[config.mk]
export PLATFORM = sky130hd
export DESIGN_NAME = hc_top
export DESIGN_NICKNAME = d
export VERILOG_FILES = /design/src/hc_pkg.sv /design/src/hc_top.sv /design/src/hc_ring_writer.sv /design/src/hc_status_mgr.sv /design/src/hc_write_channel.sv /design/src/hc_payload_fifo.sv
export SDC_FILE = /design/constraint.sdc
export NUM_CORES = 1
export LEC_CHECK = 0
export BUFFER_PORTS_ARGS = -buffer_cell sky130_fd_sc_hd__buf_4
export CAP_MARGIN = 20
export CORE_MARGIN = 5
export CORE_UTILIZATION = 35
export CTS_CLUSTER_DIAMETER = 30
export DETAILED_ROUTE_END_ITERATION = 6
export SLEW_MARGIN = 5
export SYNTH_ARGS = -nofsm -noshare
export SYNTH_HDL_FRONTEND = slang
export SYNTH_SLANG_ARGS = --single-unit
[constraint.sdc]
create_clock -name clk -period 9.5 [get_ports clk]
set_clock_uncertainty 0.15 [all_clocks]
set_input_delay 0.95 -clock clk [delete_from_list [all_inputs] [get_ports clk]]
set_output_delay 0.95 -clock clk [all_outputs]
set_load 0.1 [all_outputs]
[src/hc_pkg.sv]
// Shared ring, line, request and credit types; the ring must stay a power of two and at least 8
package hc_pkg;

    // ========================================================
    // Sizes
    // ========================================================

    // Width of one client data line
    localparam int LINE_BITS = 64;

    // Width of a ring index, which sets the number of ring slots
    localparam int RING_IDX_BITS = 6;

    // The top bit of the idle counter marks sixteen idle cycles
    localparam int IDLE_CNT_BITS = 5;

    // Maximum number of memory writes in flight
    localparam int WR_CREDITS = 4;

    // Wide enough to hold every value from zero up to WR_CREDITS
    localparam int CREDIT_BITS = $clog2(WR_CREDITS + 1);

    // ========================================================
    // Types
    // ========================================================

    typedef logic [LINE_BITS-1:0] t_line;
    typedef logic [RING_IDX_BITS-1:0] t_ring_idx;
    typedef logic [15:0] t_addr;
    typedef logic [CREDIT_BITS-1:0] t_credit;

    // A line write, or a fence that orders all earlier writes
    typedef enum logic
    {
        REQ_WRLINE,
        REQ_FENCE
    } t_req_kind;

    // Request as it leaves the write channel toward memory
    typedef struct packed
    {
        logic valid;
        t_req_kind kind;
        t_addr addr;
        t_line data;
    } t_mem_req;

    // Request from the ring writer, still waiting for a grant
    typedef struct packed
    {
        logic request;
        t_req_kind kind;
        t_addr addr;
        t_line data;
    } t_wr_req;

    // Grant from the write channel back to the ring writer
    typedef struct packed
    {
        logic writer_grant;
        logic can_issue;
    } t_wr_grant;

endpackage
[src/hc_top.sv]
// Host-bound channel top; the client must hold tx_enable low while tx_rdy is low
`timescale 1ns/100ps

module hc_top
(
    input  logic              clk,
    input  logic              reset_n,

    // Static configuration
    input  logic              hc_en,
    input  hc_pkg::t_addr     base_addr,

    // Client lines
    input  hc_pkg::t_line     tx_data,
    input  logic              tx_enable,
    output logic              tx_rdy,

    // Host consume updates
    input  logic              host_consume,
    input  hc_pkg::t_ring_idx host_oldest_idx,

    // Memory side
    output hc_pkg::t_mem_req  mem_req,
    input  logic              mem_ack,

    output hc_pkg::t_ring_idx next_write_idx
);

    import hc_pkg::*;

    t_line     line_data;
    logic      line_valid;
    logic      line_deq;
    t_ring_idx oldest_idx;
    t_wr_req   wr_req;
    t_wr_grant wr_grant;

    // Client lines wait here until the ring writer gets a grant
    hc_payload_fifo
    #(
        .payload_t(t_line)
    )
    u_line_fifo
    (
        .clk,
        .reset_n,
        .enq_data(tx_data),
        .enq_en(tx_enable && tx_rdy),
        .not_full(tx_rdy),
        .first(line_data),
        .deq_en(line_deq),
        .not_empty(line_valid)
    );

    hc_write_channel u_write_channel
    (
        .clk,
        .reset_n,
        .wr_req,
        .wr_grant,
        .mem_req,
        .mem_ack
    );

    hc_status_mgr u_status_mgr
    (
        .clk,
        .reset_n,
        .host_consume,
        .host_oldest_idx,
        .oldest_idx
    );

    hc_ring_writer u_ring_writer
    (
        .clk,
        .reset_n,
        .hc_en,
        .base_addr,
        .line_data,
        .line_valid,
        .line_deq,
        .oldest_idx,
        .wr_req,
        .wr_grant,
        .next_write_idx
    );

endmodule

[src/hc_ring_writer.sv]
// Ring buffer writer; new entries reach next_write_idx only behind a fence, base_addr must stay stable
`timescale 1ns/100ps

module hc_ring_writer
(
    input  logic              clk,
    input  logic              reset_n,

    input  logic              hc_en,
    input  hc_pkg::t_addr     base_addr,

    input  hc_pkg::t_line     line_data,
    input  logic              line_valid,
    output logic              line_deq,

    input  hc_pkg::t_ring_idx oldest_idx,

    output hc_pkg::t_wr_req   wr_req,
    input  hc_pkg::t_wr_grant wr_grant,

    output hc_pkg::t_ring_idx next_write_idx
);

    import hc_pkg::*;

    // ========================================================
    // Ring pointers
    // ========================================================

    // Slot the next line write goes to
    t_ring_idx cur_idx;

    // Slots before this one are written and protected by a fence
    // It is the index the host sees
    t_ring_idx written_idx;

    assign next_write_idx = written_idx;

    // A quarter of the ring has been written since the last fence
    logic flush_for_writes;
    assign flush_for_writes = (cur_idx[RING_IDX_BITS-2] != written_idx[RING_IDX_BITS-2]);

    // One slot always stays empty so a full ring differs from an empty one
    logic allow_write;
    assign allow_write = ((cur_idx + t_ring_idx'(1)) != oldest_idx);

    // ========================================================
    // State machine
    // ========================================================

    typedef enum logic [1:0]
    {
        WAIT_EMPTY,
        WAIT_DATA,
        EMIT_FENCE
    } t_state;

    t_state state;

    // A grant outside the fence state is always a line write
    assign line_deq = wr_grant.writer_grant && (state != EMIT_FENCE);

    // Idle flush logic
    logic [IDLE_CNT_BITS-1:0] idle_cycles;
    logic flush_for_idle;

    // The move to EMIT_FENCE keeps the idle request alive until the fence is granted
    assign flush_for_idle = idle_cycles[IDLE_CNT_BITS-1];

    // Idle cycles only count while the channel could have taken a line
    // so that a saturated memory bus does not trigger extra fences
    always_ff @(posedge clk)
    begin
        if (!reset_n)
        begin
            idle_cycles <= '0;
        end
        else if ((state != WAIT_DATA) || line_deq)
        begin
            idle_cycles <= '0;
        end
        else if (wr_grant.can_issue)
        begin
            idle_cycles <= idle_cycles + 1'b1;
        end
    end

    always_ff @(posedge clk)
    begin
        if (!reset_n)
        begin
            state <= WAIT_EMPTY;
            cur_idx <= t_ring_idx'(0);
            written_idx <= t_ring_idx'(0);
        end
        else
        begin
            case (state)
                WAIT_EMPTY:
                begin
                    // Nothing unpublished yet, so no fence is needed until a write
                    if (wr_grant.writer_grant)
                    begin
                        state <= WAIT_DATA;
                        cur_idx <= cur_idx + t_ring_idx'(1);
                    end
                end

                WAIT_DATA:
                begin
                    if (wr_grant.writer_grant)
                    begin
                        cur_idx <= cur_idx + t_ring_idx'(1);
                    end

                    // A write granted in this same cycle is covered by the fence too
                    if (flush_for_idle || flush_for_writes)
                    begin
                        state <= EMIT_FENCE;
                    end
                end

                EMIT_FENCE:
                begin
                    // Everything up to cur_idx is now ordered ahead of the fence
                    if (wr_grant.writer_grant)
                    begin
                        state <= WAIT_EMPTY;
                        written_idx <= cur_idx;
                    end
                end

                default:
                begin
                    state <= WAIT_EMPTY;
                end
            endcase
        end
    end

    // ========================================================
    // Request building
    // ========================================================

    // Fences wait only for the enable while line writes also need ring space
    always_comb
    begin
        wr_req.data = line_data;

        if (state == EMIT_FENCE)
        begin
            wr_req.request = hc_en;
            wr_req.kind = REQ_FENCE;
            wr_req.addr = t_addr'(0);
        end
        else
        begin
            wr_req.request = hc_en && allow_write && line_valid;
            wr_req.kind = REQ_WRLINE;
            wr_req.addr = base_addr + t_addr'(cur_idx);
        end
    end

endmodule

[src/hc_status_mgr.sv]
// Tracks the host's oldest live slot; a consume pulse arriving while two updates wait is dropped
`timescale 1ns/100ps

module hc_status_mgr
(
    input  logic              clk,
    input  logic              reset_n,

    input  logic              host_consume,
    input  hc_pkg::t_ring_idx host_oldest_idx,

    output hc_pkg::t_ring_idx oldest_idx
);

    import hc_pkg::*;

    // Queue of pending consume updates
    t_ring_idx update_idx;
    logic update_valid;
    logic update_room;

    // Two back-to-back pulses fit in the queue while the first one drains
    hc_payload_fifo
    #(
        .payload_t(t_ring_idx)
    )
    u_update_fifo
    (
        .clk,
        .reset_n,
        .enq_data(host_oldest_idx),
        .enq_en(host_consume && update_room),
        .not_full(update_room),
        .first(update_idx),
        .deq_en(update_valid),
        .not_empty(update_valid)
    );

    // ========================================================
    // Oldest live index
    // ========================================================

    // One update is applied per cycle, two cycles after its pulse
    // The ring writer compares against this to tell when the ring is full
    always_ff @(posedge clk)
    begin
        if (!reset_n)
        begin
            oldest_idx <= t_ring_idx'(0);
        end
        else if (update_valid)
        begin
            oldest_idx <= update_idx;
        end
    end

endmodule

[src/hc_write_channel.sv]
// Credit-limited write channel; each mem_ack pulse must answer exactly one earlier mem_req.valid
`timescale 1ns/100ps

module hc_write_channel
(
    input  logic              clk,
    input  logic              reset_n,

    input  hc_pkg::t_wr_req   wr_req,
    output hc_pkg::t_wr_grant wr_grant,

    output hc_pkg::t_mem_req  mem_req,
    input  logic              mem_ack
);

    import hc_pkg::*;

    // Number of writes that may still be sent before an acknowledge
    t_credit credits;

    logic grant;

    // Registered copy of the granted request
    logic      mem_valid;
    t_req_kind mem_kind;
    t_addr     mem_addr;
    t_line     mem_data;

    // ========================================================
    // Grant
    // ========================================================

    // The grant is combinational so the writer can dequeue in the same cycle
    assign grant = wr_req.request && (credits != t_credit'(0));

    assign wr_grant.can_issue = (credits != t_credit'(0));
    assign wr_grant.writer_grant = grant;

    // A grant spends a credit and an acknowledge returns one, possibly both at once
    always_ff @(posedge clk)
    begin
        if (!reset_n)
        begin
            credits <= t_credit'(WR_CREDITS);
            mem_valid <= 1'b0;
        end
        else
        begin
            credits <= credits - t_credit'(grant) + t_credit'(mem_ack);
            mem_valid <= grant;
        end
    end

    // ========================================================
    // Memory request register
    // ========================================================

    // Payload is only captured on a grant and needs no reset
    always_ff @(posedge clk)
    begin
        if (grant)
        begin
            mem_kind <= wr_req.kind;
            mem_addr <= wr_req.addr;
            mem_data <= wr_req.data;
        end
    end

    assign mem_req = '{valid: mem_valid, kind: mem_kind, addr: mem_addr, data: mem_data};

endmodule

[src/hc_payload_fifo.sv]
// Two-entry FIFO; enq_en must stay low while not_full is low and deq_en low while not_empty is low
`timescale 1ns/100ps

module hc_payload_fifo
#(
    parameter type payload_t = logic
)
(
    input  logic     clk,
    input  logic     reset_n,

    input  payload_t enq_data,
    input  logic     enq_en,
    output logic     not_full,

    output payload_t first,
    input  logic     deq_en,
    output logic     not_empty
);

    // Entry 0 is always the head, entry 1 holds the one behind it
    payload_t entry_data [2];
    logic [1:0] entry_valid;

    // Occupancy once this cycle's dequeue has shifted the entries
    logic keep0_valid;
    logic keep1_valid;

    assign keep0_valid = deq_en ? entry_valid[1] : entry_valid[0];
    assign keep1_valid = deq_en ? 1'b0 : entry_valid[1];

    assign first = entry_data[0];
    assign not_empty = entry_valid[0];
    assign not_full = !entry_valid[1];

    // Valid bits are control state and clear on reset
    always_ff @(posedge clk)
    begin
        if (!reset_n)
        begin
            entry_valid <= 2'b00;
        end
        else
        begin
            // A new entry lands in the first slot left free after the shift
            entry_valid[0] <= keep0_valid || enq_en;
            entry_valid[1] <= keep1_valid || (enq_en && keep0_valid);
        end
    end

    // Payload moves toward the head on a dequeue
    always_ff @(posedge clk)
    begin
        if (deq_en)
        begin
            entry_data[0] <= entry_data[1];
        end

        // The enqueue is written last so it wins over the shift into slot 0
        if (enq_en && !keep0_valid)
        begin
            entry_data[0] <= enq_data;
        end
        else if (enq_en)
        begin
            entry_data[1] <= enq_data;
        end
    end

endmodule

Yosys cells after proc, flatten, opt, wreduce, memory -nomap -nowiden

Memory sizes are Yosys's and may differ from the RTL's. A register that Yosys moved wholly into a read port is not among the register bits.
Index checks and enable logic that the tools add are counted.

Add/sub/neg operators: 5
Equal/unequal tests: 9
Multiplexer cells: 31
Bitwise gates (word level): 3
Reduce and logical (&&, ||, !) cells: 30

Operators by type and width:

| cell                  | count |
|---|---|
| $mux W64              | 2 |
| $reduce_or A64 Y1     | 1 |
| $mux W1               | 22 |
| $mux W18              | 1 |
| $add A16 B6 Y16       | 1 |
| $mux W6               | 2 |
| $logic_and A1 B1 Y1   | 10 |
| $add A6 B1 Y6 const B | 1 |
| $logic_or A1 B1 Y1    | 6 |
| $mux W2               | 3 |
| $ne A2 B2 Y1 const B  | 3 |
| $ne A6 B6 Y1          | 1 |
| $pmux W2 S3           | 1 |
| $reduce_or A6 Y1      | 1 |
| $add A5 B1 Y5 const B | 1 |
| $logic_not A1 Y1      | 5 |
| $ne A2 B1 Y1 const B  | 2 |
| $reduce_and A2 Y1     | 2 |
| $reduce_or A2 Y1      | 2 |
| $add A3 B1 Y3         | 1 |
| $reduce_and A3 Y1     | 1 |
| $reduce_bool A3 Y1    | 1 |
| $sub A3 B1 Y3         | 1 |
| $eq A2 B1 Y1 const B  | 1 |
| 5 further kinds       | 6 |

Flip-flop bits (word level): 44
RAM bits: 140
Output and inout port bits: 89
Memories kept: 2

Memories:

| name                                  | depth | width | rd ports | clocked after memory_dff | write ports | line                  | RTL |
|---|---|---|---|---|---|---|---|
| u_line_fifo.entry_data                | 2     | 64    | 2        | 1                        | 1           | hc_payload_fifo.sv:22 | `payload_t entry_data [2];` |
| u_status_mgr.u_update_fifo.entry_data | 2     | 6     | 2        | 1                        | 1           | hc_payload_fifo.sv:22 |  |

Longest topological paths before layout

Word-level depth: 14
Gate-level depth with buffers: 13
Depth with buffers taken out: 13

By module

A second synthesis with hierarchy kept.

Cells, all modules: 678
Area total of the unflattened synthesis: 10923.0 um^2

By module, submodules not included:

| module                                       | times used | cells an instance | area each (um^2) |
|---|---|---|---|
| hc_payload_fifo (u_line_fifo)                | 1          | 275               | 5450.2 |
| hc_write_channel                             | 1          | 101               | 2652.5 |
| hc_ring_writer                               | 1          | 244               | 1969.4 |
| hc_payload_fifo (u_status_mgr.u_update_fifo) | 1          | 37                | 609.3 |
| hc_status_mgr                                | 1          | 20                | 235.2 |
| hc_top                                       | 1          | 1                 | 6.3 |

Least setup slack after synthesis

No wires, ideal clock.

Path kind: input port to flip-flop
From: input port hc_en
To: memory u_line_fifo.entry_data[0][0] (netlist name) (enable)
Data arrival time: 4.734 ns
Required time: 8.837 ns
Setup slack: 4.103 ns
Cell stages on the path: 4
Buffers on the path: 1
Cells stage by stage: and2_0 > clkbuf_1 > o211ai_2 > mux2i_1

Longest elaborated chain between the ends: 12

RTL lines:

| element                                                     | line                                         | RTL |
|---|---|---|
| start, declared                                             | hc_top.sv:10                                 | `input logic hc_en,` |
| $logic_and A1 B1 Y1 (2 in series)                           | hc_ring_writer.sv:158                        | `wr_req.request = hc_en && allow_write && line_valid;` |
| $mux W18 (*)                                                | hc_ring_writer.sv:150                        | `if (state == EMIT_FENCE)` |
| $logic_and A1 B1 Y1 (*)                                     | hc_write_channel.sv:34                       | `assign grant = wr_req.request && (credits != t_credit'(0));` |
| $logic_and A1 B1 Y1 (*)                                     | hc_ring_writer.sv:61                         | `assign line_deq = wr_grant.writer_grant && (state != EMIT_FENCE);` |
| $mux W1                                                     | hc_payload_fifo.sv:29                        | `assign keep0_valid = deq_en ? entry_valid[1] : entry_valid[0];` |
| $logic_not A1 Y1                                            | hc_payload_fifo.sv:60                        | `if (enq_en && !keep0_valid)` |
| $logic_and A1 B1 Y1                                         | hc_payload_fifo.sv:60                        |  |
| $mux W1                                                     | hc_payload_fifo.sv:60                        |  |
| $mux W1, on equally long branches                           | hc_payload_fifo.sv:66, hc_payload_fifo.sv:62 |  |
| $reduce_or A64 Y1 (no line) or $or A1 B1 Y1 (tied branches) | --                                           |  |
| $mux W1 (no line)                                           | --                                           |  |
| end, declared                                               | hc_payload_fifo.sv:22                        |  |

Every way passes the cells marked *; elsewhere a longest branch is shown, timed or not.

Worst setup path in the final report

From: register u_ring_writer.cur_idx[0]
To: register u_write_channel.credits[2]

Longest elaborated chain between the ends: 8

RTL lines:

| element                           | line                   | RTL |
|---|---|---|
| start, declared                   | hc_ring_writer.sv:31   | `t_ring_idx cur_idx;` |
| start signal, assigned            | hc_ring_writer.sv:93   | `cur_idx <= t_ring_idx'(0);` |
| start signal, assigned            | hc_ring_writer.sv:105  | `cur_idx <= cur_idx + t_ring_idx'(1);` |
| start signal, assigned            | hc_ring_writer.sv:113  | `cur_idx <= cur_idx + t_ring_idx'(1);` |
| $add A6 B1 Y6                     | hc_ring_writer.sv:45   | `assign allow_write = ((cur_idx + t_ring_idx'(1)) != oldest_idx);` |
| $ne A6 B6 Y1                      | hc_ring_writer.sv:45   |  |
| $logic_and A1 B1 Y1 (2 in series) | hc_ring_writer.sv:158  |  |
| $mux W18                          | hc_ring_writer.sv:150  |  |
| $logic_and A1 B1 Y1               | hc_write_channel.sv:34 |  |
| via u_write_channel.grant         | hc_write_channel.sv:21 | `logic grant;` |
| $sub A3 B1 Y3                     | hc_write_channel.sv:49 | `credits <= credits - t_credit'(grant) + t_credit'(mem_ack);` |
| $add A3 B1 Y3                     | hc_write_channel.sv:49 |  |
| end signal, assigned              | hc_write_channel.sv:44 | `credits <= t_credit'(WR_CREDITS);` |
| end signal, assigned              | hc_write_channel.sv:49 |  |
| end, declared                     | hc_write_channel.sv:19 | `t_credit credits;` |

The timed path passes the listed nets, and every way through them passes these cells.
A chain may end at the register's enable or synchronous reset.

==> summary.md <==
| Metric | Value |
|---|---|
| Met2 Usage GRT | 20.5% |
| Worst Path Buf+Inv | 1 |
| Worst hold margin | 0.258 ns |
| Max-cap viol count | 0 |
| DRT antenna net count | 0 |
| Logic gate share of total power | 12.9% |
| First-pass GRT wire length | 30.6 mm |
| Clock power frac | 50.2% |
| GP Congestion | 0.746 |
| YS warnings | 0 |
| HPWL after DPL | 12.3 mm |
| Ratio of cells with drive above 1 in the final layout | 42.3% |
| Hold Violations, Final | 0 |
| Final nets | 875 |
| FP Rows | 60 |
| Met1 Use GR | 15.9% |
| Setup crit end | u_write_channel.credits[2]$_SDFF_PN1_ |
| Most frequent cells in the layout | edfxtp_1, buf_4, mux2_2 |
| Vias | 5263 |
| Clock latency on the worst-skew pair | 0.55 ns |
| Starting Density | 35.6% |
| Area contributors post-synth | edfxtp_1, mux2_2, dfxtp_1, mux2i_1, xnor2_1 |
| Mapped Cells | 545 |
| Internal cell power | 2.75 mW |
| CTS resizes | 0 |
| Worst-case clock buffer depth | 3 |
| Antenna diodes | 0 |
| DR vias/cell | 4.55 |
| Leading cell type in the layout, fill and taps excluded | edfxtp_1 |
| Reg-to-Reg Start | u_ring_writer.cur_idx[0]$_SDFFE_PN0P_ |
| Fraction of registers with async set/reset | 0% |
| FF-to-FF setup slack | 6.07 ns |
| Gr busiest metal | met2 |
| CP max FO | 31 |
| Total CTS buffers | 54 |
| Die ar. | 30800 um2 |
| Clock sink count | 254 |
| Setup TNS | 0 ns |
| Reg-to-Reg End | u_write_channel.credits[2]$_SDFF_PN1_ |
| Syn Std Cell Area | 9590 um2 |
| Antenna violations before repair | 0 |
| 1st-pass router iterations | 4 |
| Yosys top cell by area | edfxtp_1 |
| Final setup fails | 0 |
| Seq pwr share | 36.9% |
| Tmin final | 3.43 ns |
| Slew Viols, Final | 0 |
| Drt drc | 0 |
| # port buffers | 180 |
| Clock-pin slew on the worst setup and hold paths | 0.05 ns |
| PD cells | 284 nW/um2 |
| FF+latch count, synth | 254 |
| Yosys top cell area share | 69.2% |
| I/O pin count | 181 |
| Static Leakage | 4.91 nW |
| Worst EP arrival | 3.71 ns |
| Worst path depth | 13 |
| Largest net degree at the start of global routing | 65 |
| Synth Flop Type | edfxtp_1 |
| Slowest cell on crit path | dfxtp_1 |
| Least-Margin Pin Slew | 0.922 ns |
| Max stage delay on crit path | 0.38 ns |
| CP most frequent cell | ha_1 |
| Top Family by Delay on Critical Path | adder cells |
| Final period utilization | 36.1% |
| Post-Route WL | 19.5 mm |
| NetSw | 1.00 mW |
| Outcome | finished, final reports clean |
| Switch share | 26.7% |
| Worst slack at placement | 6.06 ns |
| Syn-to-layout area delta | 37.5% |
| DRT iter0 DRCs | 286 |
| Dpl cells | 1056 |
| Beginning of the critical path | u_ring_writer.cur_idx[0]$_SDFFE_PN0P_ |
| Crit. End Element | flip-flop |
| RSZ-0062 raised after global routing | false |
| Chip height | 176 um |
| Average instance area after synthesis | 17.6 um2 |
| Die Width | 176 um |
| Seq/Total Area, Yosys | 76.1% |
| Met3 usage | 3.98% |
| Layout Cells excl Fill | 1156 |
| CTS tree | done |
| CP required | 9.78 ns |
| H-tree depth | 2 |
| R2R depth | 13 |
| Core outline area | 27000 um2 |
| Worst setup margin | 6.07 ns |
| Synth unique cells | 50 |
| Crit Path Category | reg -> reg |
| Post-synth EDFFs | 221 |
| Root buffer cell | clkbuf_16 |
| Hold_buf cts | 0 |
| Worst VDD drop | 0.000147 V |
| Global route overflow | 0 |
| Slew headroom | 38.6% |
| Hold Crit Class | reg -> reg |
| Setup Fix Bufs, Post-CTS | 0 |
| Finished Core Util | 49.0% |
| Fmax | 292 MHz |
| GRT Util Overall | 12.5% |
| Critical Path Source Type | flip-flop |
| Per-cell routed wire length | 16.8 um |
| CP Cell Sequence | ha_1, o21ba_2, a221oi_1, a21oi_1, nor2_1, nor2b_1, o21a_4, ha_1, inv_1, ha_1, fa_1, xnor2_1, nand2_1 |
| Number of global-route vias before repair | 5559 |
-- how the worst min path moves through the flow --
stage	startpoint	to	slack, ns	cells past startpoint
CTS	u_line_fifo.entry_data[0][37]$_DFFE_PP_	u_write_channel.mem_data[37]$_DFFE_PN_	0.26	0
finish	u_line_fifo.entry_data[0][37]$_DFFE_PP_	u_write_channel.mem_data[37]$_DFFE_PN_	0.26	0
global placement	u_line_fifo.entry_data[0][2]$_DFFE_PP_	u_write_channel.mem_data[2]$_DFFE_PN_	0.25	0
detailed placement	u_line_fifo.entry_data[0][11]$_DFFE_PP_	u_write_channel.mem_data[11]$_DFFE_PN_	0.25	0
global route	u_line_fifo.entry_data[0][39]$_DFFE_PP_	u_write_channel.mem_data[39]$_DFFE_PN_	0.27	0
floorplan	u_line_fifo.entry_data[0][0]$_DFFE_PP_	u_write_channel.mem_data[0]$_DFFE_PN_	0.25	0
-- state kept, by name, summed over array words and instances (netlist names), 2 cells and up, named ones only --
| signal | flops |
|---|---|
| u_line_fifo.entry_data | 128 |
| u_write_channel.mem_data | 64 |
| u_write_channel.mem_addr | 16 |
| u_status_mgr.u_update_fifo.entry_data | 12 |
| u_ring_writer.cur_idx | 6 |
| u_ring_writer.next_write_idx | 6 |
| u_status_mgr.oldest_idx | 6 |
| u_ring_writer.idle_cycles | 5 |
| u_write_channel.credits | 3 |
| u_line_fifo.entry_valid | 2 |
| u_ring_writer.state | 2 |
-- worst register-to-register path: stages (launching register included) --
cell and delay [ns]:
dfxtp_1 0.38, ha_1 0.30, o21ba_2 0.23, a221oi_1 0.30
a21oi_1 0.13, nor2_1 0.19, nor2b_1 0.10, o21a_4 0.35
ha_1 0.35, inv_1 0.04, ha_1 0.18, fa_1 0.38
xnor2_1 0.18, nand2_1 0.07
-- synthesized netlist by cell type, types with 2 or more instances --
library cell / count
mux2_1: 9
nor2_1: 23
nand4_1: 2
o21a_1: 6
nor3_1: 8
mux2i_1: 14
o21ai_0: 9
buf_6: 6
inv_1: 11
nor2b_1: 17
xor2_1: 8
and2_1: 5
nand3_1: 4
fa_1: 2
nand2_1: 17
a21boi_0: 4
o21ba_2: 2
mux2_2: 61
clkbuf_1: 8
edfxtp_1: 221
nor3b_1: 4
xnor2_1: 16
buf_2: 2
dfxtp_1: 33
nand2b_1: 2
buf_4: 3
a211oi_1: 4
o2111ai_1: 2
a21oi_1: 8
ha_1: 10
or3_1: 5
-- layer usage --
metal	vias up	wire [um]
li1	2533	-
met1	2513	8440
met2	183	9190
met3	34	1430
met4	0	413
met5	-	0
-- final cells by class --
class | instances | area (um2)
clock buffer | 62 | 1450
tap | 341 | 427
fill | 2285 | 13800
multi-input combinational | 265 | 2170
timing repair buffer | 184 | 1380
sequential | 254 | 7300
clock inverter | 38 | 430
inverter | 12 | 45.0
-- cell families (layout without fill, tap and decap cells) --
kind of cell	Yosys count	in the layout	synth area share [%]
compound gates	45	45	3.43
flops	254	254	76.1
simple gates	94	94	5.06
other cells	1	6	0.0391
buf+inv	31	296	1.83
xor+xnor	24	24	2.19
fa+ha+maj	12	12	1.72
mux	84	84	9.68
-- power by group through the flow --
| stage | sequential [mW] | combinational (mW) | clock, mW |
|---|---|---|---|
| floorplan | 1.62 | 0.154 | 0 |
| finish | 1.38 | 0.484 | 1.88 |
| global route | 1.39 | 0.512 | 1.99 |
| global placement | 1.40 | 0.488 | 0 |
| CTS | 1.39 | 0.492 | 1.92 |
| detailed placement | 1.41 | 0.491 | 0 |
-- through the flow --
| stage | instance area (um2) | power (mW) |
|---|---|---|
| final | 13200 | 3.75 |
| after global routing | 13200 | 3.90 |
| after CTS | 13200 | 3.80 |
| after detailed placement | 11300 | 1.90 |
| after global placement | 11300 | 1.89 |
| after floorplan | 9610 | 1.77 |
No activity file was read; power rests on OpenSTA's default activity.
